**config.mk**
```make
export PLATFORM = sky130hd
export DESIGN_NAME = pim_conv_top
export DESIGN_NICKNAME = d
export VERILOG_FILES = /design/src/design/pim_data_pkg.sv /design/src/design/pim_ctrl_pkg.sv /design/src/design/bit_plane_counter.sv /design/src/design/input_bit_slicer.sv /design/src/design/weight_crossbar.sv /design/src/design/shift_accumulator.sv /design/src/design/pim_conv_fsm.sv /design/src/design/pim_conv_top.sv
export SDC_FILE = /design/constraint.sdc
export NUM_CORES = 1
export LEC_CHECK = 0
export ABC_AREA = 0
export BUFFER_PORTS_ARGS = -buffer_cell sky130_fd_sc_hd__buf_2
export CORE_MARGIN = 2
export CORE_UTILIZATION = 55
export DETAILED_ROUTE_END_ITERATION = 10
export GPL_TIMING_DRIVEN = 0
export PLACE_DENSITY = 0.7
export REMOVE_ABC_BUFFERS = 1
export SYNTH_ARGS = -nofsm -noshare
export SYNTH_HDL_FRONTEND = slang
export SYNTH_SLANG_ARGS = --single-unit
```
**constraint.sdc**
```tcl
create_clock -name clk -period 21.6 [get_ports clk]
set_clock_uncertainty 0.05 [all_clocks]
set_input_delay 4.32 -clock clk [delete_from_list [all_inputs] [get_ports clk]]
set_output_delay 4.32 -clock clk [all_outputs]
set_load 0.02 [all_outputs]
```
**src/design/pim_data_pkg.sv**
```systemverilog
// *********************************************************************
// PIM convolution data types
// Widths of pixels, weights, packed windows, column sums and results
// *********************************************************************
`default_nettype none

package pim_data_pkg;

	localparam int PIXEL_W = 8;
	localparam int TAPS    = 9;

	typedef logic [PIXEL_W-1:0]      pixel_t;
	typedef logic [PIXEL_W-1:0]      weight_t;
	// Element 0 in the low byte
	typedef logic [TAPS*PIXEL_W-1:0] window_t;
	typedef logic [TAPS*PIXEL_W-1:0] kernel_t;
	typedef logic [TAPS-1:0]         plane_t;
	// Peak column sum is 9 * 255 = 2295
	typedef logic [11:0]             colsum_t;
	typedef logic [19:0]             result_t;

endpackage

`default_nettype wire

```
**src/design/pim_ctrl_pkg.sv**
```systemverilog
// *********************************************************************
// PIM convolution control types
// Sequencer states, kernel slot address and bit-plane index
// *********************************************************************
`default_nettype none

package pim_ctrl_pkg;

	localparam int PLANES       = 8;
	localparam int KERNEL_SLOTS = 4;

	typedef enum logic [1:0]
	{
		IDLE,
		RUN,
		DONE
	} seq_state_t;

	// Slot count follows from this width
	typedef logic [1:0] kernel_addr_t;
	typedef logic [2:0] bit_idx_t;

endpackage

`default_nettype wire

```
**src/design/bit_plane_counter.sv**
```systemverilog
// *********************************************************************
// Bit-plane index counter
// Counts down from the MSB plane, flags the last plane
// *********************************************************************
`timescale 1ns/1ns
`default_nettype none

module bit_plane_counter (
	input  wire logic                  clk,
	input  wire logic                  rst_n,
	input  wire logic                  load,
	input  wire logic                  count_en,
	output pim_ctrl_pkg::bit_idx_t     bit_idx,
	output logic                       last_plane
);

	assign last_plane = (bit_idx == '0);

	always_ff @(posedge clk)
	begin
		if (!rst_n)
			bit_idx <= '0;
		else if (load)
			bit_idx <= pim_ctrl_pkg::bit_idx_t'(pim_ctrl_pkg::PLANES - 1);
		else if (count_en)
			bit_idx <= bit_idx - 1'b1;
	end

endmodule

`default_nettype wire

```
**src/design/input_bit_slicer.sv**
```systemverilog
// *********************************************************************
// Input bit slicer
// Holds the pixel window and drives one bit of every pixel per plane
// *********************************************************************
`timescale 1ns/1ns
`default_nettype none

module input_bit_slicer (
	input  wire logic                   clk,
	input  wire logic                   rst_n,
	input  wire logic                   load,
	input  wire pim_data_pkg::window_t  window,
	input  wire pim_ctrl_pkg::bit_idx_t bit_idx,
	output pim_data_pkg::plane_t        plane
);

	pim_data_pkg::window_t window_q;

	always_ff @(posedge clk)
	begin
		if (!rst_n)
			window_q <= '0;
		else if (load)
			window_q <= window;
	end

	// Word lines for the current plane
	always_comb
	begin
		pim_data_pkg::pixel_t pix;
		for (int i = 0; i < pim_data_pkg::TAPS; i++)
		begin
			pix      = window_q[i*pim_data_pkg::PIXEL_W +: pim_data_pkg::PIXEL_W];
			plane[i] = pix[bit_idx];
		end
	end

endmodule

`default_nettype wire

```
**src/design/weight_crossbar.sv**
```systemverilog
// *********************************************************************
// Weight crossbar with column ADC
// Stores the kernel slots, forms the dot product of one input plane
// with the selected kernel and saturates it to the ADC range
// *********************************************************************
`timescale 1ns/1ns
`default_nettype none

module weight_crossbar #(
	parameter int ADC_BITS = 11
) (
	input  wire logic                       clk,
	input  wire logic                       rst_n,
	input  wire logic                       busy,
	input  wire logic                       wr_en,
	input  wire pim_ctrl_pkg::kernel_addr_t wr_addr,
	input  wire pim_data_pkg::kernel_t      wr_kernel,
	input  wire logic                       load,
	input  wire pim_ctrl_pkg::kernel_addr_t start_addr,
	input  wire pim_data_pkg::plane_t       plane,
	output pim_data_pkg::colsum_t           adc_out
);

	localparam pim_data_pkg::colsum_t ADC_MAX = pim_data_pkg::colsum_t'((1 << ADC_BITS) - 1);

	pim_data_pkg::kernel_t       cells [pim_ctrl_pkg::KERNEL_SLOTS];
	pim_ctrl_pkg::kernel_addr_t  addr_q;
	pim_data_pkg::colsum_t       col_sum;

	always_ff @(posedge clk)
	begin
		if (!rst_n)
		begin
			for (int s = 0; s < pim_ctrl_pkg::KERNEL_SLOTS; s++)
				cells[s] <= '0;
			addr_q <= '0;
		end
		else
		begin
			// Array contents are frozen during a compute
			if (wr_en && !busy)
				cells[wr_addr] <= wr_kernel;
			if (load)
				addr_q <= start_addr;
		end
	end

	always_comb
	begin
		pim_data_pkg::kernel_t kern;
		kern    = cells[addr_q];
		col_sum = '0;
		for (int i = 0; i < pim_data_pkg::TAPS; i++)
			if (plane[i])
				col_sum = col_sum + pim_data_pkg::colsum_t'(
					pim_data_pkg::weight_t'(kern[i*pim_data_pkg::PIXEL_W +: pim_data_pkg::PIXEL_W]));
	end

	assign adc_out = (col_sum > ADC_MAX) ? ADC_MAX : col_sum;

endmodule

`default_nettype wire

```
**src/design/shift_accumulator.sv**
```systemverilog
// *********************************************************************
// Shift accumulator
// Combines quantized plane results MSB first by shift and add
// *********************************************************************
`timescale 1ns/1ns
`default_nettype none

module shift_accumulator #(
	parameter int ADC_BITS = 11
) (
	input  wire logic                  clk,
	input  wire logic                  rst_n,
	input  wire logic                  acc_clear,
	input  wire logic                  acc_en,
	input  wire pim_data_pkg::colsum_t adc_out,
	output pim_data_pkg::result_t      result
);

	// Only the ADC code bits carry information
	logic [ADC_BITS-1:0] code;

	assign code = adc_out[ADC_BITS-1:0];

	always_ff @(posedge clk)
	begin
		if (!rst_n)
			result <= '0;
		else if (acc_clear)
			result <= '0;
		else if (acc_en)
			result <= (result << 1) + pim_data_pkg::result_t'(code);
	end

endmodule

`default_nettype wire

```
**src/design/pim_conv_fsm.sv**
```systemverilog
// *********************************************************************
// PIM convolution sequencer
// Accepts a start when idle, sweeps the bit planes, then pulses done
// *********************************************************************
`timescale 1ns/1ns
`default_nettype none

module pim_conv_fsm (
	input  wire logic clk,
	input  wire logic rst_n,
	input  wire logic start,
	input  wire logic last_plane,
	output logic      load,
	output logic      count_en,
	output logic      acc_clear,
	output logic      acc_en,
	output logic      busy,
	output logic      done
);

	pim_ctrl_pkg::seq_state_t state;
	pim_ctrl_pkg::seq_state_t state_next;

	// Still busy during the done cycle
	assign busy      = (state != pim_ctrl_pkg::IDLE) || done;
	assign load      = start && !busy;
	assign acc_clear = load;
	assign count_en  = (state == pim_ctrl_pkg::RUN);
	assign acc_en    = (state == pim_ctrl_pkg::RUN);

	always_comb
	begin
		state_next = state;
		case (state)
			pim_ctrl_pkg::IDLE: if (load) state_next = pim_ctrl_pkg::RUN;
			pim_ctrl_pkg::RUN:  if (last_plane) state_next = pim_ctrl_pkg::DONE;
			pim_ctrl_pkg::DONE: state_next = pim_ctrl_pkg::IDLE;
			default:            state_next = pim_ctrl_pkg::IDLE;
		endcase
	end

	always_ff @(posedge clk)
	begin
		if (!rst_n)
		begin
			state <= pim_ctrl_pkg::IDLE;
			done  <= 1'b0;
		end
		else
		begin
			state <= state_next;
			done  <= (state == pim_ctrl_pkg::DONE);
		end
	end

endmodule

`default_nettype wire

```
**src/design/pim_conv_top.sv**
```systemverilog
// *********************************************************************
// PIM 3x3 convolution engine, top level
// Bit-serial compute over eight planes of a pixel window against one
// of four stored kernels, with a saturating ADC per plane
// *********************************************************************
`timescale 1ns/1ns
`default_nettype none

module pim_conv_top #(
	parameter int ADC_BITS = 11
) (
	input  wire logic                       clk,
	input  wire logic                       rst_n,
	input  wire logic                       wr_en,
	input  wire pim_ctrl_pkg::kernel_addr_t wr_addr,
	input  wire pim_data_pkg::kernel_t      wr_kernel,
	input  wire logic                       start,
	input  wire pim_ctrl_pkg::kernel_addr_t start_addr,
	input  wire pim_data_pkg::window_t      window,
	output logic                            busy,
	output logic                            done,
	output pim_data_pkg::result_t           result
);

	logic                      load;
	logic                      count_en;
	logic                      acc_clear;
	logic                      acc_en;
	logic                      last_plane;
	pim_ctrl_pkg::bit_idx_t    bit_idx;
	pim_data_pkg::plane_t      plane;
	pim_data_pkg::colsum_t     adc_out;

	pim_conv_fsm pim_conv_fsm_i (
		.clk        (clk),
		.rst_n      (rst_n),
		.start      (start),
		.last_plane (last_plane),
		.load       (load),
		.count_en   (count_en),
		.acc_clear  (acc_clear),
		.acc_en     (acc_en),
		.busy       (busy),
		.done       (done)
	);

	bit_plane_counter bit_plane_counter_i (
		.clk        (clk),
		.rst_n      (rst_n),
		.load       (load),
		.count_en   (count_en),
		.bit_idx    (bit_idx),
		.last_plane (last_plane)
	);

	input_bit_slicer input_bit_slicer_i (
		.clk     (clk),
		.rst_n   (rst_n),
		.load    (load),
		.window  (window),
		.bit_idx (bit_idx),
		.plane   (plane)
	);

	weight_crossbar #(
		.ADC_BITS (ADC_BITS)
	) weight_crossbar_i (
		.clk        (clk),
		.rst_n      (rst_n),
		.busy       (busy),
		.wr_en      (wr_en),
		.wr_addr    (wr_addr),
		.wr_kernel  (wr_kernel),
		.load       (load),
		.start_addr (start_addr),
		.plane      (plane),
		.adc_out    (adc_out)
	);

	shift_accumulator #(
		.ADC_BITS (ADC_BITS)
	) shift_accumulator_i (
		.clk       (clk),
		.rst_n     (rst_n),
		.acc_clear (acc_clear),
		.acc_en    (acc_en),
		.adc_out   (adc_out),
		.result    (result)
	);

endmodule

`default_nettype wire

```
==> out/metrics.yaml, run 1 <==
clock_network:
  cts_max_path_buffers: 3
  htreeDepth: 2
  clkTransAtPathRegs_ps: 60
  cts.sinks: 390
  hold_buffers: 0
  cts_resized: 0
  ctsRootBufferMaster: "clkbuf_16"
  clock_latency_ps: 550
  cts_buffers: 42
  cts_tree: "yes"
  post-cts-setup-buffers: 0
sta:
  max_slew_margin_pct: 11.3
  tns_ps: 0
  drv_slew: 0
  finalSetupViolCount: 0
  period_minus_slack_ps: 14640
  hold_viol: 0
  max_freq_mhz: 68.3
  grt_setup_unrepaired: "false"
  worstMarginPinSlew_ps: 1290
  fin_crit_sh_pct: 67.8
  timing.final.ws_setup_ps: 6960
power_and_ir_drop:
  report.power.total_mw: 2.09
  switching_power_mw: 0.623
  swShare_pct: 29.9
  irDropWorstVdd_uv: 58.7
  p_comb_share_pct: 26.3
  clockPowerShare_pct: 31.6
  p_int_mw: 1.46
  p_seq_share_pct: 42.1
  leakagePower_nw: 9.52
  powerDensity_nw_per_um2: 86.8
detailed_routing:
  vias: 14100
  first_pass_iters: 5
  via_per_inst: 5.63
  drt-initial-drc-count: 835
  wl_mm: 48.2
  drt.antenna.violating_nets: 0
  drc: 0
  wire_per_inst_um: 19.3
min_path:
  holdCritPathClass: "flop to flop"
  min_path_cells: 2
  min_to: "input_bit_slicer_i.window_q[36]"
  min-delay-start: "input_bit_slicer_i.window_q[36]"
synthesis:
  synth.distinct_cells: 71
  ys_seq_area_share_pct: 51.1
  yosys.area_share.simple_pct: 16.5
  synthAdderAreaFrac_pct: 5.52
  syn_inst: 1795
  synth_xor_area_share_pct: 3.09
  yosys_register_bits: 390
  synth_top_family_by_area: "simple AND/OR/NAND/NOR gates"
  syn_avg_cell_area_um2: 11.7
  syn_area_um2: 20900
  synth_edf_count: 288
  yosysWarnings: 0
  synth_compound_area_share_pct: 9.02
  synthArstFlopShare_pct: 0
  synth_ff_type: "edfxtp_1"
  synthMuxAreaShare_pct: 12.1
status:
  status: "complete, no violations"
setup_path:
  r2r_slack_ps: 6960
  critical_path.max_fanout: 20
  crit_start: "bit_plane_counter_i.bit_idx[1]"
  cp-end-kind: "flop"
  worst_path_largest_cell_delay_ps: 1110
  timing.rr.start: "bit_plane_counter_i.bit_idx[1]"
  reg2reg_depth: 62
  critPathArrivalTime_ps: 15020
  crit_type: "flop to flop"
  required_ps: 21990
  crit_path_frequent_cell: "ha_1"
  r2r-end: "shift_accumulator_i.result[15]"
  start_kind: "flop"
  critPathSlowestCell: "dfxtp_1"
placed_design:
  io_buffers: 173
  dp_hpwl_mm: 33.2
  place_ws_ps: 6850
  gp_congestion: 0.845
die:
  die_area_um2: 39600
  die_w_um: 199
  pin_count: 174
  initial_utilization_pct: 55.7
  core_um2: 37600
  die_h_um: 199
  rows: 71
global_routing:
  grt-ovfl-total: 0
  grt_pass1_wl_mm: 75.7
  grt_antenna_before_repair: 7
  grt_max_degree: 81
  grt_util_all_layers_pct: 24.7
  grt_pass1_vias: 14000
run:
  cap_viol_max_count: 0
finish:
  finalNetCount: 2193
  drive_gt1_share_pct: 20.7
  fin_util_pct: 63.9
  syn_to_final_growth_pct: 14.7
Yosys cell counts, types with 3 or more instances:
| master | instances | share of area [%] |
|---|---|---|
| and2_1 | 298 | 8.9 |
| edfxtp_1 | 288 | 41 |
| nand2_1 | 221 | 4.0 |
| a21oi_1 | 136 | 3.3 |
| dfxtp_1 | 102 | 9.8 |
| mux4_2 | 89 | 9.6 |
| ha_1 | 78 | 4.7 |
| clkbuf_1 | 74 | 1.3 |
| nor2_1 | 72 | 1.3 |
| inv_1 | 52 | 0.93 |
| o21ai_0 | 52 | 1.2 |
| xnor2_1 | 51 | 2.1 |
| mux2_2 | 30 | 1.6 |
| a211oi_1 | 22 | 0.79 |
| a21o_1 | 16 | 0.57 |
| nor3_1 | 15 | 0.36 |
| nor2b_1 | 13 | 0.39 |
| xor2_1 | 13 | 0.54 |
| mux2i_1 | 12 | 0.57 |
| o21bai_1 | 12 | 0.43 |
| nand2b_1 | 11 | 0.33 |
| buf_1 | 10 | 0.18 |
| nand3_1 | 10 | 0.24 |
| o21a_1 | 10 | 0.36 |
| fa_1 | 9 | 0.86 |
| o211ai_1 | 8 | 0.29 |
| o31a_1 | 7 | 0.29 |
| a21boi_0 | 6 | 0.22 |
| o211a_1 | 6 | 0.29 |
| or3_1 | 5 | 0.15 |
| nor3b_1 | 4 | 0.14 |
| o31ai_1 | 4 | 0.14 |
| a31oi_1 | 3 | 0.090 |
| and3_1 | 3 | 0.090 |
| buf_2 | 3 | 0.072 |
| nand4_1 | 3 | 0.090 |
| nor4_1 | 3 | 0.090 |
final cells by class:
type,count,area [um2]
Timing Repair Buffer,203,1450
Inverter,55,208
Clock buffer,54,1130
Clock inverter,20,115
Tap cell,511,639
Antenna cell,2,5.00
Multi-Input combinational cell,1262,9770
Sequential cell,390,10700
Fill cell,2924,13600
layer usage:
metal	track usage, %	wire length [um]	vias to the layer above
li1	-	-	6783
met1	35.0	21800	6837
met2	40.1	22600	361
met3	3.88	3000	65
met4	5.69	818	8
met5	0	50	-
cells in the final DEF, fill, tap and decap left out, types with 5 or more instances in the layout:
master       n
edfxtp_1   288
xor2_1      13
clkinv_1     9
o211a_1      6
o21ai_0     50
o21a_1      10
mux2i_1     10
xnor2_1     51
clkinv_2     7
nand2_1    220
a211oi_1    22
ha_1        78
o31a_1       7
buf_16      11
nand3_1     10
nand2b_1     9
a21oi_1    136
buf_2      173
clkbuf_1     8
o21bai_1    12
inv_1       52
dfxtp_1    100
fa_1         9
a21boi_0     6
nor3_1      14
buf_12       8
o211ai_1     8
a21o_1      16
mux4_2      89
nor2b_1     12
nor2_1      70
and2_1     297
clkbuf_16   42
or3_1        5
buf_6        9
mux2_2      30
state kept, by name, summed over array words and instances, names as in the netlist, named ones only:
| register | cells |
|---|---|
| weight_crossbar_i.cells | 288 |
| input_bit_slicer_i.window_q | 72 |
| shift_accumulator_i.result | 20 |
| bit_plane_counter_i.bit_idx | 3 |
| pim_conv_fsm_i.state | 2 |
| weight_crossbar_i.addr_q | 2 |
| pim_conv_fsm_i.done | 1 |
per-stage QoR:
step                      hold slack (ps)  cell area [um2]  cells
after global placement                385            22100   2391
after CTS                             403            24000   2494
final                                 399            24000   2497
after detailed placement              393            22700   2420
after floorplan                       372            20600   1707
after global routing                  421            24000   2496
worst max-delay path by stage:
stage / end / slack [ps] / cells after the start
final: shift_accumulator_i.result[15] / 6960 / 62
after global routing: shift_accumulator_i.result[15] / 5810 / 62
after CTS: shift_accumulator_i.result[15] / 6800 / 58
after detailed placement: shift_accumulator_i.result[15] / 6850 / 58
after global placement: shift_accumulator_i.result[15] / 4010 / 61
after floorplan: shift_accumulator_i.result[15] / 7010 / 60
power by group through the flow:
stage / Clock [mW] / Sequential, mW / Combinational [mW]
2_1_floorplan: 0 / 0.898 / 0.391
3_3_place_gp: 0 / 0.908 / 0.509
3_5_place_dp: 0 / 0.895 / 0.544
4_1_cts: 0.668 / 0.879 / 0.548
5_1_grt: 0.697 / 0.884 / 0.612
6_report: 0.658 / 0.878 / 0.549
cell families (layout without fill, tap and decap cells):
family,count (synthesis),count (layout)
simple gates,668,668
flops,390,390
compound gates,304,304
buf+inv,143,332
mux,135,135
fa+ha+maj,87,87
xor+xnor,68,68
other cells,0,2
critical path, delay by kind of cell (launching register included):
family / cells / cell delay, ps
buf+inv: 1 / 70
flops: 1 / 1110
compound gates: 30 / 5780
fa+ha+maj: 11 / 3740
xor+xnor: 5 / 680
simple gates: 11 / 1700
mux: 4 / 1400
Power figures use the tool's default switching activity.
==> inputs of run 2 (changes only) <==
--- a/config.mk
+++ b/config.mk
@@ -11,7 +11,7 @@
 export CORE_UTILIZATION = 55
 export DETAILED_ROUTE_END_ITERATION = 10
 export GPL_TIMING_DRIVEN = 0
-export PLACE_DENSITY = 0.7
+export PLACE_DENSITY = 0.73
 export REMOVE_ABC_BUFFERS = 1
 export SYNTH_ARGS = -nofsm -noshare
 export SYNTH_HDL_FRONTEND = slang
==> constraint.sdc (replaced) <==
create_clock -name clk -period 12.1 [get_ports clk]
set_clock_uncertainty 0.05 [all_clocks]
set_input_delay 2.42 -clock clk [delete_from_list [all_inputs] [get_ports clk]]
set_output_delay 2.42 -clock clk [all_outputs]
set_load 0.02 [all_outputs]
==> run 2 against run 1 <==
Effect of this change:
- the run now ends with setup timing left
- global-route usage increased by 0.87 points
- power up 94%
- critical endpoint unchanged
- clock power grew 91%
- cell area rose by 5.6%
- maximum frequency grew 21%
- routed wire length increased by 6.4%
- cell count increased by 2.7%
- flip-flop and latch count is the same
- worst setup slack lost 7000 ps
- utilization increased by 3.6 points
==> out/metrics.yaml, run 2 (same netlist as run 1, synthesis figures left out) <==
clock_network:
  hold_buffers: 0
  cts_max_path_buffers: 3
  cts_tree: "yes"
  cts.sinks: 390
  cts_buffers: 41
  clkTransAtPathRegs_ps: 60
  htreeDepth: 2
  clock_latency_ps: 550
  ctsRootBufferMaster: "clkbuf_16"
sta:
  finalSetupViolCount: 1
  max_slew_margin_pct: 12.7
  fin_crit_sh_pct: 100
  worstMarginPinSlew_ps: 1270
  tns_ps: -5.27
  drv_slew: 0
  timing.final.ws_setup_ps: -5.27
  max_freq_mhz: 82.6
  hold_viol: 0
  grt_setup_unrepaired: "true"
  period_minus_slack_ps: 12110
finish:
  largest_reg_flops: 288
  reg_top3: "weight_crossbar_i.cells x288, input_bit_slicer_i.window_q x72, shift_accumulator_i.result x20"
  final_common_cell: "and2_1"
  drive_gt1_share_pct: 28.5
  syn_to_final_growth_pct: 21.2
  fin_area_um2: 25400
  finalNetCount: 2259
  max_flop_register: "weight_crossbar_i.cells"
  layout_common_cells: "and2_1, edfxtp_1, nand2_1, buf_2, a21oi_1"
detailed_routing:
  first_pass_iters: 5
  wire_per_inst_um: 20.0
  drt-initial-drc-count: 1041
  drt.antenna.violating_nets: 0
  wl_mm: 51.3
  vias: 14700
  drc: 0
  via_per_inst: 5.72
run:
  cap_viol_max_count: 0
placed_design:
  io_buffers: 173
  dp_hpwl_mm: 32.9
  place_ws_ps: -2660
  placed_cell_area_um2: 22700
  gp_congestion: 0.860
global_routing:
  grt_antenna_before_repair: 9
  grt_pass1_wl_mm: 78.3
  grt_util_all_layers_pct: 25.5
  grt-ovfl-total: 0
  grt_pass1_vias: 14600
  grt_max_degree: 81
status:
  status: "complete, but fails checks"
  failed_checks: "setup timing"
setup_path:
  cp-end-kind: "flop"
  critPathSlowestCell: "mux4_2"
  critPathArrivalTime_ps: 12490
  crit_path_frequent_cell: "a21oi_2"
  required_ps: 12490
  start_kind: "flop"
  worst_path_largest_cell_delay_ps: 490
  critical_path.max_fanout: 6
  crit_type: "flop to flop"
die:
  pin_count: 174
  core_um2: 37600
  die_area_um2: 39600
  die_h_um: 199
  die_w_um: 199
  rows: 71
  initial_utilization_pct: 55.7
power_and_ir_drop:
  powerDensity_nw_per_um2: 160
  irDropWorstVdd_uv: 102
  leakagePower_nw: 9.96
min_path:
  holdCritPathClass: "flop to flop"
-- run 2: worst paths after layout --
kind | cells after the start | startpoint | slack (ps) | endpoint
worst min register to register | 2 | input_bit_slicer_i.window_q[21] | 400 | input_bit_slicer_i.window_q[21]
worst max-delay path | 61 | bit_plane_counter_i.bit_idx[0] | -5 | shift_accumulator_i.result[15]
worst max register to register | 61 | bit_plane_counter_i.bit_idx[0] | -5 | shift_accumulator_i.result[15]
worst min-delay path | 2 | input_bit_slicer_i.window_q[21] | 400 | input_bit_slicer_i.window_q[21]
-- run 2: layout make-up --
cell class                      count  area (um2)
Fill cell                        2704       12200
Sequential cell                   390       10700
Multi-Input combinational cell   1262       10500
Timing Repair Buffer              270        1980
Clock buffer                       55        1150
Tap cell                          511         639
Inverter                           55         206
Clock inverter                     18         191
Antenna cell                        4        10.0
-- run 2: report_power, final --
part           switching, mW  internal [mW]  total (mW)
Clock                  0.505          0.752        1.26
Sequential            0.0398           1.52        1.56
Combinational          0.654          0.571        1.23
Total                   1.20           2.85        4.05
-- run 2: repair_timing --
action	CTS	global route
resized for setup	78	73
endpoints found under the setup margin	20	15
gates cloned	1	0
buffers inserted	33	32
pin swaps	28	86
-- run 2: metrics by stage --
step	instances	util, %	hold slack [ps]	power (mW)
after floorplan	1707	-	372	2.30
after global placement	2391	58.8	382	2.52
after detailed placement	2420	60.4	393	2.56
after CTS	2527	65.8	404	3.93
after global routing	2564	67.5	417	4.23
final	2565	67.5	401	4.05
-- run 2: worst max-delay path: cells and delay by family (launching register included) --
kind / cells / cell delay, ps
AO/OA/AOI/OAI: 26 / 3840
XOR/XNOR: 3 / 360
adder cells (fa/ha/maj): 10 / 3120
buffers and inverters: 4 / 420
flip-flops: 1 / 390
multiplexers: 7 / 2050
AND/OR/NAND/NOR: 11 / 1770
-- run 2: layer usage --
metal  global-route usage, %  routed length (um)  vias to the layer above
met5                       0                  58                        -
met2                    42.5               24700                      484
met1                    34.4               21800                     7163
met3                    4.79                3570                       92
met4                    7.21                1130                       10
li1                        -                   -                     6915
